[src/rtl/tcu_pkg.sv]
// --------------------------------------
// Shared definitions for the FP8 dot unit
// Sizes, format codes, vector types,
// exception bit positions, controller states
// --------------------------------------

package tcu_pkg;

    // --------------------------------------
    // Sizes
    localparam int N_LANES = 4;
    localparam int N_ELEMS = 8;
    localparam int ACC_W   = 96;
    localparam int STEP_W  = 5;

    // Format bit values
    localparam logic FMT_E4M3 = 1'b0;
    localparam logic FMT_E5M2 = 1'b1;

    // Exception bit positions inside excep_t
    localparam int EXC_NAN  = 2;
    localparam int EXC_INF  = 1;
    localparam int EXC_SIGN = 0;

    // --------------------------------------
    typedef logic [7:0]             fp8_t;
    // Element k sits at bits [8k+7:8k]
    typedef logic [N_ELEMS*8-1:0]   elem_vec_t;
    // Sign on bit 24, magnitude below
    typedef logic [24:0]            lane_sig_t;
    typedef logic [5:0]             exp_sum_t;
    typedef logic [ACC_W-1:0]       acc_t;
    typedef logic [2:0]             excep_t;
    typedef logic [STEP_W-1:0]      step_cnt_t;

    typedef enum logic [1:0] {
        ST_IDLE,
        ST_RUN,
        ST_DRAIN
    } ctrl_state_t;

endpackage

[src/rtl/dot_accum.sv]
// --------------------------------------
// Dot-product accumulator
// Stage 1 lane registers, stage 2 fixed
// point sum and sticky exception flags
// --------------------------------------
`timescale 1ns/10ps

module dot_accum (
    input  logic                                         clk,
    input  logic                                         reset,
    input  logic                                         step_en,
    input  logic                                         acc_clear,
    input  tcu_pkg::lane_sig_t [tcu_pkg::N_LANES-1:0]    lane_sig,
    input  tcu_pkg::exp_sum_t  [tcu_pkg::N_LANES-1:0]    lane_exp,
    input  tcu_pkg::excep_t    [tcu_pkg::N_LANES-1:0]    lane_exc,
    output tcu_pkg::acc_t                                result,
    output tcu_pkg::excep_t                              exc
);
    logic                                      s1_valid;
    tcu_pkg::lane_sig_t [tcu_pkg::N_LANES-1:0] s1_sig;
    tcu_pkg::exp_sum_t  [tcu_pkg::N_LANES-1:0] s1_exp;
    tcu_pkg::excep_t    [tcu_pkg::N_LANES-1:0] s1_exc;
    tcu_pkg::acc_t                             step_sum;
    tcu_pkg::acc_t                             sum_q;
    logic                                      step_nan, step_pos, step_neg;
    logic                                      nan_q, pos_inf_q, neg_inf_q;
    logic                                      nan_out;

    // Lane magnitude scaled by its exponent sum, sign applied
    function automatic tcu_pkg::acc_t lane_value(input tcu_pkg::lane_sig_t sig,
                                                 input tcu_pkg::exp_sum_t  e);
        tcu_pkg::acc_t mag;
        mag = tcu_pkg::acc_t'(sig[23:0]) << e;
        return sig[24] ? -mag : mag;
    endfunction

    // --------------------------------------
    // Stage 1
    always_ff @(posedge clk) begin
        if (reset) begin
            s1_valid <= 1'b0;
        end else begin
            s1_valid <= step_en;
        end
    end

    always_ff @(posedge clk) begin
        if (step_en) begin
            s1_sig <= lane_sig;
            s1_exp <= lane_exp;
            s1_exc <= lane_exc;
        end
    end

    // Sum of the four lanes and the step's flags
    always_comb begin
        step_sum = '0;
        step_nan = 1'b0;
        step_pos = 1'b0;
        step_neg = 1'b0;
        for (int i = 0; i < tcu_pkg::N_LANES; i++) begin
            step_sum = step_sum + lane_value(s1_sig[i], s1_exp[i]);
            step_nan = step_nan | s1_exc[i][tcu_pkg::EXC_NAN];
            step_pos = step_pos | (s1_exc[i][tcu_pkg::EXC_INF] & ~s1_exc[i][tcu_pkg::EXC_SIGN]);
            step_neg = step_neg | (s1_exc[i][tcu_pkg::EXC_INF] & s1_exc[i][tcu_pkg::EXC_SIGN]);
        end
    end

    // --------------------------------------
    // Stage 2
    always_ff @(posedge clk) begin
        if (reset || acc_clear) begin
            sum_q     <= '0;
            nan_q     <= 1'b0;
            pos_inf_q <= 1'b0;
            neg_inf_q <= 1'b0;
        end else if (s1_valid) begin
            sum_q     <= sum_q + step_sum;
            nan_q     <= nan_q | step_nan;
            pos_inf_q <= pos_inf_q | step_pos;
            neg_inf_q <= neg_inf_q | step_neg;
        end
    end

    // Infinities of both signs over the run make NaN
    assign nan_out = nan_q | (pos_inf_q & neg_inf_q);

    always_comb begin
        exc                    = '0;
        exc[tcu_pkg::EXC_NAN]  = nan_out;
        exc[tcu_pkg::EXC_INF]  = (pos_inf_q | neg_inf_q) & ~nan_out;
        exc[tcu_pkg::EXC_SIGN] = neg_inf_q & ~nan_out;
    end

    assign result = sum_q;

endmodule

[src/rtl/dot_ctrl.sv]
// --------------------------------------
// Run controller
// Start handling, step counting, drain
// wait, busy and done
// --------------------------------------
`timescale 1ns/10ps

module dot_ctrl (
    input  logic               clk,
    input  logic               reset,
    input  logic               start,
    input  logic               step_valid,
    input  logic               fmt,
    input  tcu_pkg::step_cnt_t num_steps,
    output logic               fmt_q,
    output logic               step_en,
    output logic               acc_clear,
    output logic               busy,
    output logic               done
);
    tcu_pkg::ctrl_state_t state;
    tcu_pkg::step_cnt_t   target;
    tcu_pkg::step_cnt_t   count;
    logic                 last_step;

    // Start is ignored while a run is going
    assign acc_clear = start && (state == tcu_pkg::ST_IDLE);
    // Steps only accepted in ST_RUN, which ends on the final one
    assign step_en   = step_valid && (state == tcu_pkg::ST_RUN);
    assign last_step = step_en && (tcu_pkg::step_cnt_t'(count + 1'b1) == target);
    assign busy      = (state != tcu_pkg::ST_IDLE);

    always_ff @(posedge clk) begin
        if (reset) begin
            state  <= tcu_pkg::ST_IDLE;
            fmt_q  <= tcu_pkg::FMT_E4M3;
            target <= '0;
            count  <= '0;
            done   <= 1'b0;
        end else begin
            done <= 1'b0;
            case (state)
                tcu_pkg::ST_IDLE: begin
                    if (start) begin
                        fmt_q <= fmt;
                        // Zero encodes a full run of 16
                        target <= (num_steps == '0) ? tcu_pkg::step_cnt_t'(16) : num_steps;
                        count <= '0;
                        state <= tcu_pkg::ST_RUN;
                    end
                end
                tcu_pkg::ST_RUN: begin
                    if (step_en) begin
                        count <= count + 1'b1;
                    end
                    if (last_step) begin
                        state <= tcu_pkg::ST_DRAIN;
                    end
                end
                tcu_pkg::ST_DRAIN: begin
                    // Last step reaches the sum on this edge
                    state <= tcu_pkg::ST_IDLE;
                    done  <= 1'b1;
                end
                default: begin
                    state <= tcu_pkg::ST_IDLE;
                end
            endcase
        end
    end

endmodule

[src/rtl/fp8_classifier.sv]
// --------------------------------------
// FP8 element classifier
// Zero, subnormal, infinity and NaN flags
// for E4M3 and E5M2
// --------------------------------------
`timescale 1ns/10ps

module fp8_classifier (
    input  tcu_pkg::fp8_t elem,
    input  logic          fmt,
    output logic          is_zero,
    output logic          is_sub,
    output logic          is_inf,
    output logic          is_nan
);
    logic       is_e5m2;
    logic [4:0] exp_field;
    logic [2:0] man_field;

    assign is_e5m2 = (fmt == tcu_pkg::FMT_E5M2);

    // E5M2 keeps a 2-bit mantissa, padded to three bits
    assign exp_field = is_e5m2 ? elem[6:2] : {1'b0, elem[6:3]};
    assign man_field = is_e5m2 ? {elem[1:0], 1'b0} : elem[2:0];

    assign is_zero = (exp_field == 5'd0) && (man_field == 3'd0);
    assign is_sub  = (exp_field == 5'd0) && (man_field != 3'd0);

    // Only E5M2 has infinity; E4M3 spends its top code on NaN
    assign is_inf = is_e5m2 && (exp_field == 5'h1f) && (man_field == 3'd0);
    assign is_nan = is_e5m2 ? ((exp_field == 5'h1f) && (man_field != 3'd0))
                            : ((exp_field == 5'h0f) && (man_field == 3'b111));

endmodule

[src/rtl/fp8_pair_mul.sv]
// --------------------------------------
// One dot-product lane
// Two FP8 products, aligned in a 24-bit
// frame, summed and halved, plus merged
// exception flags
// --------------------------------------
`timescale 1ns/10ps

module fp8_pair_mul (
    input  logic [15:0]        a_pair,
    input  logic [15:0]        b_pair,
    input  logic [1:0]         mask,
    input  logic               fmt,
    output tcu_pkg::lane_sig_t lane_sig,
    output tcu_pkg::exp_sum_t  lane_exp,
    output tcu_pkg::excep_t    lane_exc
);
    logic                is_e5m2;
    tcu_pkg::exp_sum_t   exp_sum [2];
    logic [7:0]          prod    [2];
    logic [1:0]          prod_sign;
    logic [1:0]          counted;
    logic [1:0]          nan_p;
    logic [1:0]          inf_p;

    assign is_e5m2 = (fmt == tcu_pkg::FMT_E5M2);

    // --------------------------------------
    // Per product decode and multiply
    for (genvar j = 0; j < 2; j++) begin : g_prod
        tcu_pkg::fp8_t a_el;
        tcu_pkg::fp8_t b_el;
        logic          a_zero, a_sub, a_inf, a_nan;
        logic          b_zero, b_sub, b_inf, b_nan;
        logic [4:0]    a_exp, b_exp;
        logic [3:0]    a_man, b_man;
        logic          inf_zero;

        assign a_el = a_pair[8*j +: 8];
        assign b_el = b_pair[8*j +: 8];

        fp8_classifier u_cls_a (
            .elem    (a_el),
            .fmt     (fmt),
            .is_zero (a_zero),
            .is_sub  (a_sub),
            .is_inf  (a_inf),
            .is_nan  (a_nan)
        );

        fp8_classifier u_cls_b (
            .elem    (b_el),
            .fmt     (fmt),
            .is_zero (b_zero),
            .is_sub  (b_sub),
            .is_inf  (b_inf),
            .is_nan  (b_nan)
        );

        // Subnormals sit at exponent 1
        assign a_exp = a_sub ? 5'd1 : (is_e5m2 ? a_el[6:2] : {1'b0, a_el[6:3]});
        assign b_exp = b_sub ? 5'd1 : (is_e5m2 ? b_el[6:2] : {1'b0, b_el[6:3]});

        // Implicit one only for normal numbers
        assign a_man = {~(a_sub | a_zero), is_e5m2 ? {a_el[1:0], 1'b0} : a_el[2:0]};
        assign b_man = {~(b_sub | b_zero), is_e5m2 ? {b_el[1:0], 1'b0} : b_el[2:0]};

        assign exp_sum[j]   = tcu_pkg::exp_sum_t'(a_exp) + tcu_pkg::exp_sum_t'(b_exp);
        assign prod[j]      = a_man * b_man;
        assign prod_sign[j] = a_el[7] ^ b_el[7];
        assign counted[j]   = mask[j] & ~a_zero & ~b_zero;

        // inf * 0 is invalid
        assign inf_zero = (a_inf & b_zero) | (a_zero & b_inf);
        assign nan_p[j] = mask[j] & (a_nan | b_nan | inf_zero);
        assign inf_p[j] = mask[j] & (a_inf | b_inf) & ~inf_zero;
    end

    // --------------------------------------
    // Alignment to the larger exponent sum
    logic              t0_max;
    tcu_pkg::exp_sum_t max_sum;
    tcu_pkg::exp_sum_t min_sum;
    tcu_pkg::exp_sum_t diff;
    logic [23:0]       frame0, frame1;
    logic [23:0]       al0, al1;

    // An uncounted product never wins the max
    assign t0_max  = counted[0] & (~counted[1] | (exp_sum[0] >= exp_sum[1]));
    assign max_sum = t0_max ? exp_sum[0] : exp_sum[1];
    assign min_sum = t0_max ? exp_sum[1] : exp_sum[0];
    assign diff    = max_sum - min_sum;

    // Product at the top of the frame
    assign frame0 = counted[0] ? {prod[0], 16'b0} : 24'b0;
    assign frame1 = counted[1] ? {prod[1], 16'b0} : 24'b0;

    // Bits shifted below the frame are lost
    assign al0 = t0_max ? frame0 : (diff[5] ? 24'b0 : (frame0 >> diff[4:0]));
    assign al1 = t0_max ? (diff[5] ? 24'b0 : (frame1 >> diff[4:0])) : frame1;

    // --------------------------------------
    // Signed magnitude add
    logic [24:0] mag0, mag1;
    logic [24:0] op_a, op_b;
    logic [24:0] sum_raw;
    logic        mag0_larger;
    logic        do_sub;
    logic        cancel;
    logic        sig_sign;

    assign mag0        = {1'b0, al0};
    assign mag1        = {1'b0, al1};
    assign mag0_larger = (mag0 > mag1);
    assign op_a        = mag0_larger ? mag0 : mag1;
    assign op_b        = mag0_larger ? mag1 : mag0;
    assign do_sub      = prod_sign[0] ^ prod_sign[1];
    assign sum_raw     = do_sub ? (op_a - op_b) : (op_a + op_b);

    // Exact cancellation or nothing counted gives +0
    assign cancel   = (sum_raw == 25'd0);
    assign sig_sign = ~cancel & (mag0_larger ? prod_sign[0] : prod_sign[1]);

    // Halved so the sum fits 24 bits without renormalizing
    assign lane_sig = {sig_sign, sum_raw[24:1]};
    assign lane_exp = ((|counted) && !cancel) ? max_sum : '0;

    // --------------------------------------
    // Exception merge
    logic add_nan;
    logic any_nan;
    logic any_inf;

    // +inf plus -inf inside the lane
    assign add_nan = inf_p[0] & inf_p[1] & do_sub;
    assign any_nan = (|nan_p) | add_nan;
    assign any_inf = (|inf_p) & ~any_nan;

    always_comb begin
        lane_exc                    = '0;
        lane_exc[tcu_pkg::EXC_NAN]  = any_nan;
        lane_exc[tcu_pkg::EXC_INF]  = any_inf;
        lane_exc[tcu_pkg::EXC_SIGN] = any_inf & (inf_p[0] ? prod_sign[0] : prod_sign[1]);
    end

endmodule

[src/rtl/tcu_fp8_dot.sv]
// --------------------------------------
// FP8 dot-product unit, top level
// Controller, four lanes, accumulator
// --------------------------------------
`timescale 1ns/10ps

module tcu_fp8_dot (
    input  logic                          clk,
    input  logic                          reset,
    input  logic                          start,
    input  logic                          fmt,
    input  tcu_pkg::step_cnt_t            num_steps,
    input  logic                          step_valid,
    input  tcu_pkg::elem_vec_t            a_data,
    input  tcu_pkg::elem_vec_t            b_data,
    input  logic [tcu_pkg::N_ELEMS-1:0]   elem_mask,
    output tcu_pkg::acc_t                 result,
    output tcu_pkg::excep_t               exc,
    output logic                          busy,
    output logic                          done
);
    logic                                      fmt_q;
    logic                                      step_en;
    logic                                      acc_clear;
    tcu_pkg::lane_sig_t [tcu_pkg::N_LANES-1:0] lane_sig;
    tcu_pkg::exp_sum_t  [tcu_pkg::N_LANES-1:0] lane_exp;
    tcu_pkg::excep_t    [tcu_pkg::N_LANES-1:0] lane_exc;

    dot_ctrl u_ctrl (
        .clk        (clk),
        .reset      (reset),
        .start      (start),
        .step_valid (step_valid),
        .fmt        (fmt),
        .num_steps  (num_steps),
        .fmt_q      (fmt_q),
        .step_en    (step_en),
        .acc_clear  (acc_clear),
        .busy       (busy),
        .done       (done)
    );

    // Lane i takes elements 2i and 2i+1
    for (genvar i = 0; i < tcu_pkg::N_LANES; i++) begin : g_lane
        fp8_pair_mul u_mul (
            .a_pair   (a_data[16*i +: 16]),
            .b_pair   (b_data[16*i +: 16]),
            .mask     (elem_mask[2*i +: 2]),
            .fmt      (fmt_q),
            .lane_sig (lane_sig[i]),
            .lane_exp (lane_exp[i]),
            .lane_exc (lane_exc[i])
        );
    end

    dot_accum u_accum (
        .clk       (clk),
        .reset     (reset),
        .step_en   (step_en),
        .acc_clear (acc_clear),
        .lane_sig  (lane_sig),
        .lane_exp  (lane_exp),
        .lane_exc  (lane_exc),
        .result    (result),
        .exc       (exc)
    );

endmodule

[config.mk]
export PLATFORM = sky130hd
export DESIGN_NAME = tcu_fp8_dot
export DESIGN_NICKNAME = d
export VERILOG_FILES = /design/src/rtl/tcu_pkg.sv /design/src/rtl/dot_accum.sv /design/src/rtl/dot_ctrl.sv /design/src/rtl/fp8_classifier.sv /design/src/rtl/fp8_pair_mul.sv /design/src/rtl/tcu_fp8_dot.sv
export SDC_FILE = /design/constraint.sdc
export NUM_CORES = 2
export LEC_CHECK = 0
export ABC_AREA = 0
export BUFFER_PORTS_ARGS = -buffer_cell sky130_fd_sc_hd__buf_2
export CAP_MARGIN = 15
export CORE_AREA = 2 2 469 471
export DETAILED_ROUTE_END_ITERATION = 7
export DIE_AREA = 0 0 471 473
export PLACE_DENSITY = 0.56
export SYNTH_ARGS = -nofsm -noshare
export SYNTH_HDL_FRONTEND = slang
export SYNTH_HIERARCHICAL = 1
export SYNTH_SLANG_ARGS = --single-unit
[constraint.sdc]
create_clock -name clk -period 40.5 [get_ports clk]
set_clock_uncertainty 0.15 [all_clocks]
set_input_delay 6.075 -clock clk [delete_from_list [all_inputs] [get_ports clk]]
set_output_delay 6.075 -clock clk [all_outputs]
set_load 0.02 [all_outputs]
==> impl_metrics.py <==
metrics = {
    "run_status": {
        "status": "finished, final reports clean",
    },
    "clock_network": {
        "cts-root-buf": "clkbuf_16",
        "cts_buffers": 35,
        "cts_tree": "done",
        "htreeDepth": 2,
        "cts_resized": 0,
        "cts_hold_buffers": 0,
        "post_cts_buffers": 0,
        "clockBufferDepth": 3,
        "insertion_delay_ns": 0.61,
        "clk_pin_slew_worst_paths_ns": 0.07,
        "cts.sinks": 250,
    },
    "floorplan": {
        "ios": 247,
        "rows": 172,
        "core_area_um2": 218000,
        "die_width_um": 471,
        "dieArea_um2": 223000,
        "start_util_pct": 34.7,
        "fp.dieH_um": 473,
    },
    "synthesis": {
        "synthMuxAreaShare_pct": 11.2,
        "ys_async_sr_fraction_pct": 0,
        "synth_top_family_by_area": "compound AO/OA/AOI/OAI gates",
        "synth.area.top_cells": "fa_1 8.7%, ha_1 6.4%, mux2i_1 6.0%, edfxtp_1 5.4%, nand2_1 5.2%",
        "synth_fp_nets": 11200,
        "yosys.area.top_type": "fa_1",
        "synth_top_cell_area_share_pct": 8.66,
        "synthSimpleGateAreaFrac_pct": 25.1,
        "synth-xor-area-share_pct": 7.66,
        "synth_ff_type": "edfxtp_1",
        "synth_edf_count": 136,
        "synth_cells": 10400,
        "synth_seq_cells": 250,
        "syn_area_per_cell_um2": 7.31,
        "synth_fa_ha_area_share_pct": 15.3,
        "synth_compound_area_share_pct": 25.6,
        "syn_area_um2": 75800,
        "synth_cell_type_count": 145,
        "yosys_warnings": 6,
        "yosysSeqAreaShare_pct": 8.40,
    },
    "cells_and_area": {
        "layout-drive-gt1-share_pct": 10.1,
        "syn2layout_area_growth_pct": 6.13,
        "nNetsFinal": 11100,
        "n_fill_cell": 23200,
    },
    "timing": {
        "maxSlewHeadroom_pct": 10.2,
        "fin_setup_tns_ns": 0,
        "min_period_ns": 20.77,
        "finalMaxSlewViolations": 0,
        "fin_crit_sh_pct": 51.3,
        "rsz0062_at_grt": "no",
        "tightest_slew_ns": 1.34,
        "fmax_mhz": 48.1,
        "hold_viol": 0,
        "setup_viol": 0,
    },
    "detailed_routing": {
        "ant_nets": 0,
        "vias": 80900,
        "wl_per_cell_um": 25.8,
        "viasPerCell": 6.17,
        "drtIter0Drc": 9217,
        "firstDrtPassIters": 8,
        "wl_um": 338000,
        "drc": 0,
    },
    "setup_path": {
        "worst-endpoint-required_ns": 40.69,
        "worst_setup_path_end_kind": "register",
        "slowest_delay_ns": 0.72,
        "critPathKind": "in -> reg",
        "path_max_fanout": 74,
        "cp-start-kind": "input pin",
        "crit_family": "simple AND/OR/NAND/NOR gates",
        "worst-path-buf-inv": 5,
        "crit_slowest_cell": "nor2_1",
        "critPathArrivalTime_ns": 20.96,
        "cpMostUsedCell": "o21ai_0",
    },
    "global_route": {
        "grt_pass1_vias": 75000,
        "antenna_found_initial": 9,
        "grtUsageTotal_pct": 28.9,
        "grt_overflow": 0,
        "grt_max_degree": 93,
        "grt_first_pass_wirelength_um": 498000,
    },
    "placed_design": {
        "gp_congestion": 1.02,
        "io_buffer_count": 246,
        "hpwl_um": 278000,
    },
    "flow_run": {
        "cap_violations": 0,
    },
    "hold_path": {
        "hp-class": "reg -> reg",
    },
}
final timing paths:
path | from | to | slack (ns) | cells after the start
worst max register to register | u_ctrl/fmt_q | u_accum/s1_exp[19] | 23.88 | 55
worst max-delay path | b_data[52] | u_accum/s1_exp[19] | 19.73 | 55
worst min register to register | u_ctrl/target[1] | u_ctrl/target[1] | 0.32 | 2
worst min-delay path | u_ctrl/target[1] | u_ctrl/target[1] | 0.32 | 2
cell type report:
class                           count  area, µm²  area share (%)
Antenna cell                        7       17.5          0.0218
Tap cell                         2871       3590            4.46
Inverter                          699       2630            3.27
Clock buffer                       45        976            1.21
Multi-Input combinational cell   8835      64400            80.0
Sequential cell                   250       6370            7.92
Clock inverter                     19        165           0.205
Timing Repair Buffer              389       2300            2.86
flip-flops by register name, summed over array words and instances (netlist names):
signal	flops
u_accum/nan_q	1
u_accum/neg_inf_q	1
u_ctrl/fmt_q	1
u_ctrl/done	1
u_accum/s1_sig	100
u_accum/s1_valid	1
u_accum/result	96
u_accum/pos_inf_q	1
u_accum/s1_exc	12
u_ctrl/target	5
u_ctrl/state	2
u_accum/s1_exp	24
u_ctrl/count	5
cell usage after synthesis, drive strengths merged, types with 31 or more instances:
library cell / instances
mux2i: 457
dfxtp: 114
ha: 389
and2: 162
mux2: 165
fa: 328
a31oi: 108
xnor2: 417
edfxtp: 136
nand2b: 149
buf: 187
o221ai: 39
o22ai: 97
clkbuf: 398
mux4: 90
o41ai: 33
a21o: 204
o31ai: 121
nor4: 91
a21oi: 687
nand4b: 36
a211oi: 127
a2111oi: 38
o21ai: 708
nand4: 96
nor3: 278
or4: 58
inv: 693
nor2: 1052
a21boi: 38
a211o: 31
o21bai: 48
a32oi: 62
o21a: 79
and3: 88
nor2b: 153
nand3: 290
a22oi: 65
o211ai: 97
or2: 92
nand2: 1069
or3: 100
xor2: 214
per-layer routing:
| metal | routed length, µm | global-route usage (%) |
|---|---|---|
| met3 | 26600 | 4.34 |
| met5 | 65 | 0 |
| met1 | 151000 | 40.7 |
| met4 | 16000 | 11.7 |
| met2 | 145000 | 43.7 |
layout by cell type, fill, tap and decap left out, types with 96 or more instances in the layout:
cell type / synthesis / final
buf_4: 23 / 142
inv_1: 688 / 687
nand2_1: 1058 / 1056
a21o_1: 204 / 204
xor2_1: 209 / 209
nor2b_1: 153 / 153
nor2_1: 1050 / 1048
o21ai_0: 676 / 673
xnor2_1: 400 / 396
fa_1: 328 / 328
buf_2: 61 / 247
and2_1: 159 / 159
nand2b_1: 149 / 149
o211ai_1: 96 / 96
nand3_1: 290 / 290
ha_1: 389 / 389
a21oi_1: 667 / 667
o31ai_1: 112 / 110
mux2_2: 155 / 155
nor3_1: 270 / 269
mux2i_1: 454 / 454
a211oi_1: 109 / 109
dfxtp_1: 114 / 112
a31oi_1: 106 / 106
edfxtp_1: 136 / 136
kinds of logic (layout without fill, tap and decap cells):
| logic type | count (synthesis) | in the layout |
|---|---|---|
| fa+ha+maj | 731 | 731 |
| compound gates | 2902 | 2902 |
| xor+xnor | 632 | 632 |
| flops | 250 | 250 |
| mux | 712 | 712 |
| other cells | 0 | 7 |
| buf+inv | 1284 | 1152 |
| simple gates | 3858 | 3858 |
worst min-delay path, delay by kind of cell, from the launching register on:
family / cells / cell delay (ns)
flip-flops: 1 / 0.32
AND/OR/NAND/NOR: 1 / 0.05
AO/OA/AOI/OAI: 1 / 0.05
through the flow:
| step | util (%) | hold slack (ns) | setup slack, ns | area [µm²] | cells |
|---|---|---|---|---|---|
| 5_1_grt | 36.9 | 0.346 | 18.54 | 80500 | 13100 |
| 3_5_place_dp | 36.3 | 0.317 | 19.26 | 79300 | 13000 |
| 3_3_place_gp | 36.3 | 0.313 | 19.46 | 79300 | 13000 |
| 4_1_cts | 36.9 | 0.328 | 19.88 | 80400 | 13100 |
| 6_report | 36.9 | 0.322 | 19.73 | 80500 | 13100 |
| 2_1_floorplan | - | 0.290 | 20.94 | 75800 | 10400 |
Power is left out: the tool's default activity adds up to more than one toggle a clock period on the data nets, which glitch-free logic cannot reach.
